## config.mk

```make
export PLATFORM = sky130hd
export DESIGN_NAME = converter_top
export DESIGN_NICKNAME = d
export VERILOG_FILES = /design/src/conv_pkg.sv /design/src/gate_sequencer.sv /design/src/dead_time_bank.sv /design/src/ibat_sense.sv /design/src/pi_current_loop.sv /design/src/converter_top.sv
export SDC_FILE = /design/constraint.sdc
export NUM_CORES = 1
export LEC_CHECK = 0
export BUFFER_PORTS_ARGS = -buffer_cell sky130_fd_sc_hd__buf_2
export CAP_MARGIN = 20
export CORE_ASPECT_RATIO = 0.8
export CORE_MARGIN = 2
export CORE_UTILIZATION = 55
export DETAILED_ROUTE_END_ITERATION = 10
export PLACE_DENSITY_LB_ADDON = 0.12
export SYNTH_ARGS = -nofsm -noshare
export SYNTH_HDL_FRONTEND = slang
export SYNTH_SLANG_ARGS = --single-unit
export TNS_END_PERCENT = 100
```

## constraint.sdc

```tcl
create_clock -name ADA_DCO -period 16.09 [get_ports ADA_DCO]
set_input_delay 2.4135 -clock ADA_DCO [delete_from_list [all_inputs] [get_ports ADA_DCO]]
set_output_delay 2.4135 -clock ADA_DCO [all_outputs]
set_load 0.02 [all_outputs]
```

## src/conv_pkg.sv

```systemverilog
// ===================================================================
// charger control package
// shared widths, gate and sequencer types, dead-time table
// and the fixed constants of the battery-current loop
// ===================================================================
`default_nettype none

package conv_pkg;

   // ===================================================================
   // widths and types
   // ===================================================================

   // gate order: leg-1 high, leg-2 high, leg-1 low, leg-2 low
   typedef logic [3:0] gate_t;
   // raw rectifier ADC code
   typedef logic [7:0] adc8_t;
   // unsigned current in mA
   typedef logic [31:0] ma_t;
   // signed loop quantity (error, integrator, phi)
   typedef logic signed [31:0] ctrl_t;
   // dead-time select as on the board DIP switches
   typedef logic [1:0] dt_sel_t;

   // start-up sequencer states
   typedef enum logic [1:0] {
      SEQ_OFF,
      SEQ_BOOT,
      SEQ_FORCE,
      SEQ_RUN
   } seq_state_e;

   // ===================================================================
   // dead time
   // ===================================================================

   localparam int DT_CNT_W = 4;
   typedef logic [DT_CNT_W-1:0] dt_cyc_t;

   // select 00 -> 8, 01 -> 4, 10 -> 2, 11 -> 6 clock cycles
   localparam dt_cyc_t DEADTIME_CYC [4] = '{4'd8, 4'd4, 4'd2, 4'd6};

   // ===================================================================
   // current loop
   // ===================================================================

   // moving average window, power of two
   localparam int AVG_DEPTH = 4;
   localparam int AVG_SHIFT = $clog2(AVG_DEPTH);
   // mean is truncated to a 128 mA grid before the error
   localparam int ROUND_SHIFT = 7;
   // reference comes in dA
   localparam ctrl_t IREF_MA_PER_DA = 32'sd100;
   // bias added to the PI output, phi units
   localparam ctrl_t PHI_OFFSET = 32'sd50;

   // true when both switches of one leg are on
   function automatic logic leg_short(gate_t g);
      return (g[0] && g[2]) || (g[1] && g[3]);
   endfunction

endpackage

`default_nettype wire

```

## src/gate_sequencer.sv

```systemverilog
// ===================================================================
// gate start-up sequencer
// charges the bootstraps, forces one diagonal, then passes the
// switching command on, with shoot-through guard and OV trip
// ===================================================================
`default_nettype none

module gate_sequencer #(
   parameter int              BOOT_CYC   = 10,
   parameter int              FORCE_CYC  = 14,
   parameter conv_pkg::adc8_t OV_LIMIT_V = 8'd50
) (
   input  wire logic            i_arst_n,
   input  wire logic            ADA_DCO,
   input  wire logic            i_enable,
   input  wire conv_pkg::gate_t i_gate_cmd,
   input  wire conv_pkg::adc8_t i_vbat,
   input  wire logic            i_vbat_valid,
   output conv_pkg::gate_t      o_gate_req,
   output logic                 o_ov_trip
);

   import conv_pkg::*;

   // counter saturates one past the forced phase
   localparam int              CNT_W   = $clog2(FORCE_CYC + 2);
   localparam logic [CNT_W-1:0] CNT_MAX = CNT_W'(FORCE_CYC + 1);

   logic [CNT_W-1:0] cnt_q;
   seq_state_e       state;
   gate_t            pattern;
   logic             ov_hit;

   // ===================================================================
   // start-up counter
   // ===================================================================

   always_ff @(posedge ADA_DCO or negedge i_arst_n) begin
      if (!i_arst_n) begin
         cnt_q <= '0;
      end else if (!i_enable) begin
         cnt_q <= '0;
      end else if (cnt_q != CNT_MAX) begin
         cnt_q <= cnt_q + 1'b1;
      end
   end

   // state decoded from enable and the count
   always_comb begin
      if (!i_enable) begin
         state = SEQ_OFF;
      end else if (cnt_q <= CNT_W'(BOOT_CYC)) begin
         state = SEQ_BOOT;
      end else if (cnt_q <= CNT_W'(FORCE_CYC)) begin
         state = SEQ_FORCE;
      end else begin
         state = SEQ_RUN;
      end
   end

   // ===================================================================
   // gate pattern
   // ===================================================================

   always_comb begin
      case (state)
         // both low sides on to charge the bootstrap caps
         SEQ_BOOT:  pattern = 4'b1100;
         // leg-1 high with leg-2 low
         SEQ_FORCE: pattern = 4'b1001;
         // external command, dropped if it shorts a leg
         SEQ_RUN:   pattern = leg_short(i_gate_cmd) ? '0 : i_gate_cmd;
         default:   pattern = '0;
      endcase
   end

   // over-voltage only counts once the bridge is running
   assign ov_hit = (state == SEQ_RUN) && i_vbat_valid && (i_vbat > OV_LIMIT_V);

   always_ff @(posedge ADA_DCO or negedge i_arst_n) begin
      if (!i_arst_n) begin
         o_ov_trip  <= 1'b0;
         o_gate_req <= '0;
      end else begin
         // latch released by dropping enable
         if (!i_enable) begin
            o_ov_trip <= 1'b0;
         end else if (ov_hit) begin
            o_ov_trip <= 1'b1;
         end
         // trip blanks the bridge on the same edge it is raised
         o_gate_req <= (o_ov_trip || ov_hit) ? '0 : pattern;
      end
   end

   // request never shorts a leg, whatever the command
   a_req_no_short: assert property (@(posedge ADA_DCO) disable iff (!i_arst_n)
      !leg_short(o_gate_req));

endmodule

`default_nettype wire

```

## src/dead_time_bank.sv

```systemverilog
// ===================================================================
// dead-time insertion
// delays every gate turn-on by the selected dead time,
// turn-off passes after one register stage
// ===================================================================
`default_nettype none

module dead_time_bank (
   input  wire logic              i_arst_n,
   input  wire logic              ADA_DCO,
   input  wire conv_pkg::gate_t   i_gate_req,
   input  wire conv_pkg::dt_sel_t i_dt_sel,
   output conv_pkg::gate_t        o_gate
);

   import conv_pkg::*;

   localparam int N_SW = $bits(gate_t);

   // delay for the current select
   dt_cyc_t dt_cyc;
   // cycles each request has been high, saturating
   dt_cyc_t on_cnt_q [N_SW];

   assign dt_cyc = DEADTIME_CYC[i_dt_sel];

   // ===================================================================
   // per-switch turn-on counters
   // ===================================================================

   always_ff @(posedge ADA_DCO or negedge i_arst_n) begin
      if (!i_arst_n) begin
         for (int i = 0; i < N_SW; i++) begin
            on_cnt_q[i] <= '0;
         end
         o_gate <= '0;
      end else begin
         for (int i = 0; i < N_SW; i++) begin
            // request low restarts the delay
            if (!i_gate_req[i]) begin
               on_cnt_q[i] <= '0;
            end else if (on_cnt_q[i] < dt_cyc) begin
               on_cnt_q[i] <= on_cnt_q[i] + 1'b1;
            end
            // on only after dt_cyc consecutive high cycles
            // a shorter select mid-count takes effect at once
            o_gate[i] <= i_gate_req[i] && (on_cnt_q[i] >= dt_cyc);
         end
      end
   end

   // ===================================================================
   // checks
   // ===================================================================

   // no leg is ever shorted at the bridge
   a_gate_no_short: assert property (@(posedge ADA_DCO) disable iff (!i_arst_n)
      !leg_short(o_gate));

endmodule

`default_nettype wire

```

## src/ibat_sense.sv

```systemverilog
// ===================================================================
// battery-current sensing
// scales the ADC code to mA and averages the last four samples
// ===================================================================
`default_nettype none

module ibat_sense #(
   parameter conv_pkg::ma_t IBAT_MA_PER_LSB = 32'd40
) (
   input  wire logic            i_arst_n,
   input  wire logic            ADA_DCO,
   input  wire conv_pkg::adc8_t i_ibat,
   input  wire logic            i_ibat_valid,
   output logic                 o_ibat_ready,
   output conv_pkg::ma_t        o_mean_ma,
   output logic                 o_mean_valid,
   input  wire logic            i_mean_ready
);

   import conv_pkg::*;

   ma_t  sample_ma;
   // newest sample at index 0
   ma_t  hist_q [AVG_DEPTH];
   // running sum of the window
   ma_t  sum_q;
   logic take;

   // code to mA
   assign sample_ma = ma_t'(i_ibat) * IBAT_MA_PER_LSB;

   // one mean in flight, no new sample until it leaves
   assign o_ibat_ready = !o_mean_valid;
   assign take         = i_ibat_valid && o_ibat_ready;

   // sum only moves on a new sample, so the mean holds by itself
   assign o_mean_ma = sum_q >> AVG_SHIFT;

   // ===================================================================
   // window and handshake
   // ===================================================================

   always_ff @(posedge ADA_DCO or negedge i_arst_n) begin
      if (!i_arst_n) begin
         for (int i = 0; i < AVG_DEPTH; i++) begin
            hist_q[i] <= '0;
         end
         sum_q        <= '0;
         o_mean_valid <= 1'b0;
      end else begin
         if (take) begin
            hist_q[0] <= sample_ma;
            for (int i = 1; i < AVG_DEPTH; i++) begin
               hist_q[i] <= hist_q[i-1];
            end
            // add the new sample, drop the oldest
            sum_q        <= sum_q + sample_ma - hist_q[AVG_DEPTH-1];
            o_mean_valid <= 1'b1;
         end else if (i_mean_ready) begin
            o_mean_valid <= 1'b0;
         end
      end
   end

   // mean held steady while the loop stalls
   a_mean_held: assert property (@(posedge ADA_DCO) disable iff (!i_arst_n)
      (o_mean_valid && !i_mean_ready) |=> (o_mean_valid && $stable(o_mean_ma)));

endmodule

`default_nettype wire

```

## src/pi_current_loop.sv

```systemverilog
// ===================================================================
// battery-current PI loop
// error in mA, PI with conditional integration, offset and
// clamp to the phase-angle range
// ===================================================================
`default_nettype none

module pi_current_loop #(
   parameter conv_pkg::ctrl_t KP       = 32'sd3,
   parameter int              KP_SHIFT = 13,
   parameter conv_pkg::ctrl_t KI       = 32'sd1,
   parameter int              KI_SHIFT = 12,
   parameter conv_pkg::ctrl_t PHI_MAX  = 32'sd70
) (
   input  wire logic            i_arst_n,
   input  wire logic            ADA_DCO,
   input  wire conv_pkg::ma_t   i_mean_ma,
   input  wire logic            i_mean_valid,
   output logic                 o_mean_ready,
   input  wire conv_pkg::adc8_t i_iref_da,
   output conv_pkg::ctrl_t      o_phi,
   output logic                 o_phi_valid,
   input  wire logic            i_phi_ready
);

   import conv_pkg::*;

   ctrl_t mean_rnd;
   ctrl_t iref_ma;
   ctrl_t err_d;
   ctrl_t err_q;
   ctrl_t integ_q;
   ctrl_t integ_nxt;
   ctrl_t raw;
   ctrl_t phi_sat;
   logic  take;
   logic  busy_q;
   // previous raw output was clamped high / low
   logic  sat_hi_q;
   logic  sat_lo_q;
   logic  aw_hold;

   // accept only when idle and no phi is waiting
   assign o_mean_ready = !busy_q && !o_phi_valid;
   assign take         = i_mean_valid && o_mean_ready;

   // ===================================================================
   // step 1, error
   // ===================================================================

   // mean down to the 128 mA grid
   assign mean_rnd = ctrl_t'((i_mean_ma >> ROUND_SHIFT) << ROUND_SHIFT);
   assign iref_ma  = ctrl_t'(i_iref_da) * IREF_MA_PER_DA;
   assign err_d    = mean_rnd - iref_ma;

   always_ff @(posedge ADA_DCO) begin
      if (take) begin
         err_q <= err_d;
      end
   end

   // ===================================================================
   // steps 2 to 4, PI, offset, clamp
   // ===================================================================

   always_comb begin
      // freeze integration while pushing further into the limit
      aw_hold   = (sat_hi_q && (err_q > 0)) || (sat_lo_q && (err_q < 0));
      integ_nxt = aw_hold ? integ_q : integ_q + err_q * KI;
      raw       = ((err_q * KP) >>> KP_SHIFT) + (integ_nxt >>> KI_SHIFT) + PHI_OFFSET;
   end

   always_comb begin
      if (raw > PHI_MAX) begin
         phi_sat = PHI_MAX;
      end else if (raw < 0) begin
         phi_sat = '0;
      end else begin
         phi_sat = raw;
      end
   end

   always_ff @(posedge ADA_DCO or negedge i_arst_n) begin
      if (!i_arst_n) begin
         busy_q      <= 1'b0;
         integ_q     <= '0;
         sat_hi_q    <= 1'b0;
         sat_lo_q    <= 1'b0;
         o_phi       <= '0;
         o_phi_valid <= 1'b0;
      end else begin
         // second cycle of the update follows every accept
         busy_q <= take;
         if (busy_q) begin
            integ_q     <= integ_nxt;
            sat_hi_q    <= raw > PHI_MAX;
            sat_lo_q    <= raw < 0;
            o_phi       <= phi_sat;
            o_phi_valid <= 1'b1;
         end else if (i_phi_ready) begin
            o_phi_valid <= 1'b0;
         end
      end
   end

   // phase angle always within the bridge range
   a_phi_range: assert property (@(posedge ADA_DCO) disable iff (!i_arst_n)
      (o_phi >= 0) && (o_phi <= PHI_MAX));

   // held phi does not move until taken
   a_phi_held: assert property (@(posedge ADA_DCO) disable iff (!i_arst_n)
      (o_phi_valid && !i_phi_ready) |=> (o_phi_valid && $stable(o_phi)));

endmodule

`default_nettype wire

```

## src/converter_top.sv

```systemverilog
// ===================================================================
// dual-active-bridge charger control core
// gate start-up and dead time, battery-current PI loop to phi
// ===================================================================
`default_nettype none

module converter_top #(
   parameter int              BOOT_CYC        = 10,
   parameter int              FORCE_CYC       = 14,
   parameter conv_pkg::adc8_t OV_LIMIT_V      = 8'd50,
   parameter conv_pkg::ma_t   IBAT_MA_PER_LSB = 32'd40,
   parameter conv_pkg::ctrl_t KP              = 32'sd3,
   parameter int              KP_SHIFT        = 13,
   parameter conv_pkg::ctrl_t KI              = 32'sd1,
   parameter int              KI_SHIFT        = 12,
   parameter conv_pkg::ctrl_t PHI_MAX         = 32'sd70
) (
   input  wire logic              i_arst_n,
   input  wire logic              ADA_DCO,
   // gate path
   input  wire logic              i_enable,
   input  wire conv_pkg::gate_t   i_gate_cmd,
   input  wire conv_pkg::adc8_t   i_vbat,
   input  wire logic              i_vbat_valid,
   input  wire conv_pkg::dt_sel_t i_dt_sel,
   output conv_pkg::gate_t        o_gate,
   output logic                   o_ov_trip,
   // current path
   input  wire conv_pkg::adc8_t   i_ibat,
   input  wire logic              i_ibat_valid,
   output logic                   o_ibat_ready,
   input  wire conv_pkg::adc8_t   i_iref_da,
   output conv_pkg::ctrl_t        o_phi,
   output logic                   o_phi_valid,
   input  wire logic              i_phi_ready
);

   import conv_pkg::*;

   gate_t gate_req;
   ma_t   mean_ma;
   logic  mean_valid;
   logic  mean_ready;

   // ===================================================================
   // gate path
   // ===================================================================

   gate_sequencer #(
      .BOOT_CYC   (BOOT_CYC),
      .FORCE_CYC  (FORCE_CYC),
      .OV_LIMIT_V (OV_LIMIT_V)
   ) u_gate_sequencer (
      .i_arst_n     (i_arst_n),
      .ADA_DCO      (ADA_DCO),
      .i_enable     (i_enable),
      .i_gate_cmd   (i_gate_cmd),
      .i_vbat       (i_vbat),
      .i_vbat_valid (i_vbat_valid),
      .o_gate_req   (gate_req),
      .o_ov_trip    (o_ov_trip)
   );

   dead_time_bank u_dead_time_bank (
      .i_arst_n   (i_arst_n),
      .ADA_DCO    (ADA_DCO),
      .i_gate_req (gate_req),
      .i_dt_sel   (i_dt_sel),
      .o_gate     (o_gate)
   );

   // ===================================================================
   // current path
   // ===================================================================

   ibat_sense #(
      .IBAT_MA_PER_LSB (IBAT_MA_PER_LSB)
   ) u_ibat_sense (
      .i_arst_n     (i_arst_n),
      .ADA_DCO      (ADA_DCO),
      .i_ibat       (i_ibat),
      .i_ibat_valid (i_ibat_valid),
      .o_ibat_ready (o_ibat_ready),
      .o_mean_ma    (mean_ma),
      .o_mean_valid (mean_valid),
      .i_mean_ready (mean_ready)
   );

   pi_current_loop #(
      .KP       (KP),
      .KP_SHIFT (KP_SHIFT),
      .KI       (KI),
      .KI_SHIFT (KI_SHIFT),
      .PHI_MAX  (PHI_MAX)
   ) u_pi_current_loop (
      .i_arst_n     (i_arst_n),
      .ADA_DCO      (ADA_DCO),
      .i_mean_ma    (mean_ma),
      .i_mean_valid (mean_valid),
      .o_mean_ready (mean_ready),
      .i_iref_da    (i_iref_da),
      .o_phi        (o_phi),
      .o_phi_valid  (o_phi_valid),
      .i_phi_ready  (i_phi_ready)
   );

endmodule

`default_nettype wire

```

# == Yosys cells after proc, flatten, opt, wreduce, memory -nomap -nowiden ==
# Cells that the tools add are included.
# word_totals
reg_bits,206
in_bits,36
out_inout_bits,39
word_cells,114
# classes
addsub,11
mul,3
magnitude_cmp,16
n_eq_ne,10
muxes,28
bitwise,2
n_reduce_logical,22
# ops
op,n
$mux W32,3
$lt A32 B1 Y1 const B,2
$mux W4,14
$add A32 B14 Y32,1
$add A32 B32 Y32,1
$add A32 B7 Y32 const B,1
$gt A32 B1 Y1 const B,1
$gt A32 B8 Y1 const B,1
$mul A32 B3 Y32 const B,1
$sub A31 B32 Y32,1
$sub A32 B14 Y32,1
$add A19 B20 Y21,1
$add A4 B1 Y4 const B,5
$ge A4 B4 Y1,4
$lt A4 B4 Y1,4
$logic_and A1 B1 Y1,13
$mul A8 B5 Y13 const B,1
$ne A2 B1 Y1 const B,6
$pmux W4 S3,1
$mul A8 B3 Y11 const B,1
$bmux W4 S2,1
$gt A8 B6 Y1 const B,1
$le A4 B4 Y1 const B,2
$mux W1,7
other kinds (11),18

# == Depth between registers and ports, before layout ==
# logic_depth
ltp_word,9
mapped_depth,24

# == Cells and area by module ==
# Synthesis repeated with hierarchy kept, for this count alone.
# hier_totals
cells_unflattened,1685
area_unflattened_um2,15441.1
# modules_own_cells
mod,n_inst,cells_each,area_each_um2
pi_current_loop,1,935,8809.7
ibat_sense,1,577,4883.4
dead_time_bank,1,126,1252.5
gate_sequencer,1,47,495.5

# == Least setup slack after synthesis ==
# OpenSTA, ideal clock, no wires.
# synth_path
kind,input to register
from,input i_iref_da[2]
to,register u_pi_current_loop.err_q[28] (data pin)
arrival_time_ns,6.331
required_time_ns,15.830
setup_slack_ns,9.499
path_stages,20
path_buffers,0
path_cell_list,ha_1 -> ha_1 -> inv_1 -> fa_1 -> inv_1 -> ha_1 -> nor2b_1 -> o21ai_0 -> a21oi_1 -> o21ai_0 -> nand2b_1 -> a21o_1 -> a21oi_1 -> xor2_1 -> ha_1 -> and3_1 -> a211oi_1 -> nand3_1 -> nor3_1 -> xnor2_1
# synth_via
elab_chain_cells,2
# synth_rtl
element,line_no,source
from (decl),converter_top.sv:32,"input wire conv_pkg::adc8_t i_iref_da,"
$mul A8 B5 Y13,pi_current_loop.sv:53,assign iref_ma = ctrl_t'(i_iref_da) * IREF_MA_PER_DA;
$sub A31 B32 Y32,pi_current_loop.sv:54,assign err_d = mean_rnd - iref_ma;
named net u_pi_current_loop.err_d[28],pi_current_loop.sv:30,ctrl_t err_d;
to (signal assigned),pi_current_loop.sv:58,err_q <= err_d;
to (decl),pi_current_loop.sv:31,ctrl_t err_q;
# The timed path passes the listed nets, and every way through them passes these cells.
# A chain may end at the register's enable or synchronous reset.

# == Final worst setup path ==
# Same ends and word-level chain as after synthesis.

==> results.cfg <==
[clock_tree]
cts_tree = yes
post_cts_buffers = 0
holdBufCountCts = 0
cts_resized = 0
cts-htree-levels = 4
clock_latency_ns = 0.46
numCtsBuffers = 17
clock_path_buffers = 2
clock-sinks = 198
path_clk_slew_ns = 0.07
cts-root-buf = clkbuf_16

[synth]
ys_async_sr_fraction_pct = 84.8
synth_ff_type = dfrtp_1
ys_ff_latch = 198
synth.distinct_cells = 75
synthCells = 1685
ys_top_cells_by_area = dfrtp_1, ha_1, edfxtp_1
yosys.area.top_type = dfrtp_1
syn-cell-area_um2 = 15500
synth_top_area_share_pct = 27.1
syn_nets = 1966
ys_seq_area_share_pct = 32.9
ys_warn_count = 0
synth_edf_count = 30
syn_area_per_cell_um2 = 9.20

[timing]
setup_ws_ns = 9.37
worstMarginPinSlew_ns = 0.890
whs_ns = 0.465
clock.fmax_mhz = 149
relSlewSlack_pct = 40.7
rsz0062_at_grt = false
setup_viol = 0
setup_tns_ns = 0
slew_violations = 0
final.period_utilization_pct = 41.8
skew_ns = 0.0123
period_needed_ns = 6.72
hold_viol_final = 0

[placed_design]
place_worst_setup_slack_ns = 8.89
dpl.hpwl_um = 24000
dpl-instance-area_um2 = 16300
routabilityCongestion = 0.864
portBuffers = 73

[routing]
avgRoutedWirePerCell_um = 14.8
post_drt_via_cell_ratio = 5.54
drt_wl_total_um = 31400
drtIter0Drc = 542
drc = 0
ant_nets = 0
vias = 11800
drt_first_pass_iters = 5

[worst_setup_path]
worstPathArrival_ns = 6.92
critical_path_required_ns = 16.29
worst_setup_path_start_kind = input pin
criticalPathCategory = input pin to flip-flop
end_kind = flip-flop
critical_path.max_fanout = 5

[hold_path]
min_path_type = flip-flop to flip-flop

[global_routing]
grt_pass1_vias = 11400
grt_max_degree = 93
groute.usage.overall_pct = 22.4
grt_pass1_wl_um = 53900
grt-ovfl-total = 0
antenna_found_initial = 0

[run]
maxCapViolations = 0

[die]
start_util_pct = 56.4
die_height_um = 154
num_rows = 54
dieArea_um2 = 29600
die_w_um = 192
core_um2 = 27500
io_pins = 75

[finish]
drive_above_1_share_pct = 9.34
diodes = 0
finish.instance_area_um2 = 16800
nets = 2034
areaGrowthSynthToFinish_pct = 8.69

[run_status]
outcome = complete, no violations
==> cell type report <==
class / count / area [um2]
Clock buffer: 20 / 447
Clock inverter: 12 / 113
Fill cell: 2386 / 10700
Inverter: 153 / 574
Multi-Input combinational cell: 1303 / 9720
Sequential cell: 198 / 5100
Tap cell: 364 / 455
Timing Repair Buffer: 80 / 437
==> synthesized netlist by cell type, types with 7 or more instances <==
master      n
a211o_1    10
a211oi_1    9
a21boi_0    9
a21o_1     39
a21oi_1    98
a31oi_1    12
and2_1     19
and3_1     19
clkbuf_1   27
dfrtp_1   168
edfxtp_1   30
fa_1       18
ha_1      227
inv_1     153
mux2_2     31
nand2_1   216
nand2b_1   11
nand3_1    19
nand4_1    16
nand4b_1    8
nor2_1     78
nor2b_1    52
nor3_1     26
o211ai_1    7
o21a_1     16
o21ai_0    99
o21bai_1   18
o31ai_1    12
or3_1       8
xnor2_1    85
xor2_1     40
==> routing by layer <==
| metal | vias to the layer above | track usage (%) | part of all wire (%) |
|---|---|---|---|
| li1 | 6063 | - | - |
| met5 | - | 0 | 0 |
| met2 | 172 | 36.6 | 46 |
| met3 | 31 | 3.61 | 3.0 |
| met1 | 5526 | 31.2 | 50 |
| met4 | 0 | 5.05 | 1.4 |
==> stage by stage <==
step,util [%],cells
2_1_floorplan,-,1685
3_3_place_gp,59.2,2097
3_5_place_dp,59.2,2097
4_1_cts,61.2,2129
5_1_grt,61.3,2130
6_report,61.3,2130
==> state kept, by name (all words and copies together) (netlist names) <==
signal	flops
u_dead_time_bank.o_gate	4
u_dead_time_bank.on_cnt_q	16
u_gate_sequencer.cnt_q	4
u_gate_sequencer.o_gate_req	4
u_gate_sequencer.o_ov_trip	1
u_ibat_sense.hist_q	44
u_ibat_sense.o_mean_valid	1
u_ibat_sense.sum_q	29
u_pi_current_loop.busy_q	1
u_pi_current_loop.err_q	30
u_pi_current_loop.integ_q	30
u_pi_current_loop.o_phi	31
u_pi_current_loop.o_phi_valid	1
u_pi_current_loop.sat_hi_q	1
u_pi_current_loop.sat_lo_q	1
==> logic make-up (layout without fill, tap and decap cells) <==
family | after synthesis | in the layout | synth area share [%]
buffers and inverters | 184 | 265 | 4.50
and+or+nand+nor | 504 | 504 | 15.7
adders and majority gates | 245 | 245 | 20.6
xor gates and xnor gates | 125 | 125 | 7.06
AOI/OAI and AO/OA | 392 | 392 | 16.6
DFF | 198 | 198 | 32.9
other | 1 | 1 | 0.0242
muxes | 36 | 36 | 2.57
==> cell usage in the layout (no fill, tap or decap), types with 6 or more instances in the layout <==
| master | count |
|---|---|
| fa_1 | 18 |
| nand3_1 | 19 |
| nor2_1 | 78 |
| o21bai_1 | 18 |
| nand4_1 | 16 |
| or2_2 | 6 |
| or3_1 | 8 |
| and2_1 | 19 |
| nand3b_1 | 6 |
| a211o_1 | 10 |
| a211oi_1 | 9 |
| and3_1 | 19 |
| ha_1 | 227 |
| buf_4 | 6 |
| a311oi_1 | 6 |
| o211ai_1 | 7 |
| mux2_2 | 31 |
| nand4b_1 | 8 |
| a31oi_1 | 12 |
| dfrtp_1 | 168 |
| a21o_1 | 39 |
| nor3_1 | 25 |
| nor2b_1 | 51 |
| edfxtp_1 | 30 |
| nand2_1 | 215 |
| clkbuf_16 | 17 |
| xnor2_1 | 85 |
| o21a_1 | 16 |
| o31ai_1 | 12 |
| nand2b_1 | 11 |
| inv_1 | 153 |
| o21ai_0 | 99 |
| a21oi_1 | 98 |
| a21boi_0 | 9 |
| buf_2 | 72 |
| xor2_1 | 40 |
==> critical path, stage by stage <==
cell and delay [ns]:
buf_2 0.13, ha_1 0.31, ha_1 0.29, inv_1 0.05, fa_1 0.49, inv_1 0.04, ha_1 0.32, nor2b_1 0.14
o21ai_0 0.20, a21oi_1 0.10, o21ai_0 0.15, nand2b_1 0.11, a21o_1 0.18, a21oi_1 0.16, xor2_1 0.17, ha_1 0.28
and3_1 0.21, a211oi_1 0.51, nand3_1 0.28, nor3_1 0.28, xnor2_1 0.09
==> path summary, 6_finish.rpt <==
path	startpoint	cells after the start	end	slack, ns
max	i_iref_da[2]	21	u_pi_current_loop.err_q[28]$_DFFE_PP_	9.37
min	u_ibat_sense.hist_q[77]$_DFFE_PN0P_	2	u_ibat_sense.hist_q[45]$_DFFE_PN0P_	0.47
max reg2reg	u_pi_current_loop.err_q[2]$_DFFE_PP_	24	u_pi_current_loop.o_phi[1]$_DFFE_PN0P_	9.39
min reg2reg	u_ibat_sense.hist_q[77]$_DFFE_PN0P_	2	u_ibat_sense.hist_q[45]$_DFFE_PN0P_	0.47
max in group asynchronous	i_arst_n	2	u_ibat_sense.sum_q[6]$_DFFE_PN0P_	12.97
min in group asynchronous	i_arst_n	1	u_pi_current_loop.o_phi[3]$_DFFE_PN0P_	1.92
Power is not shown: default switching activity piles up to over one toggle a cycle in this logic, so the estimate is an artifact.
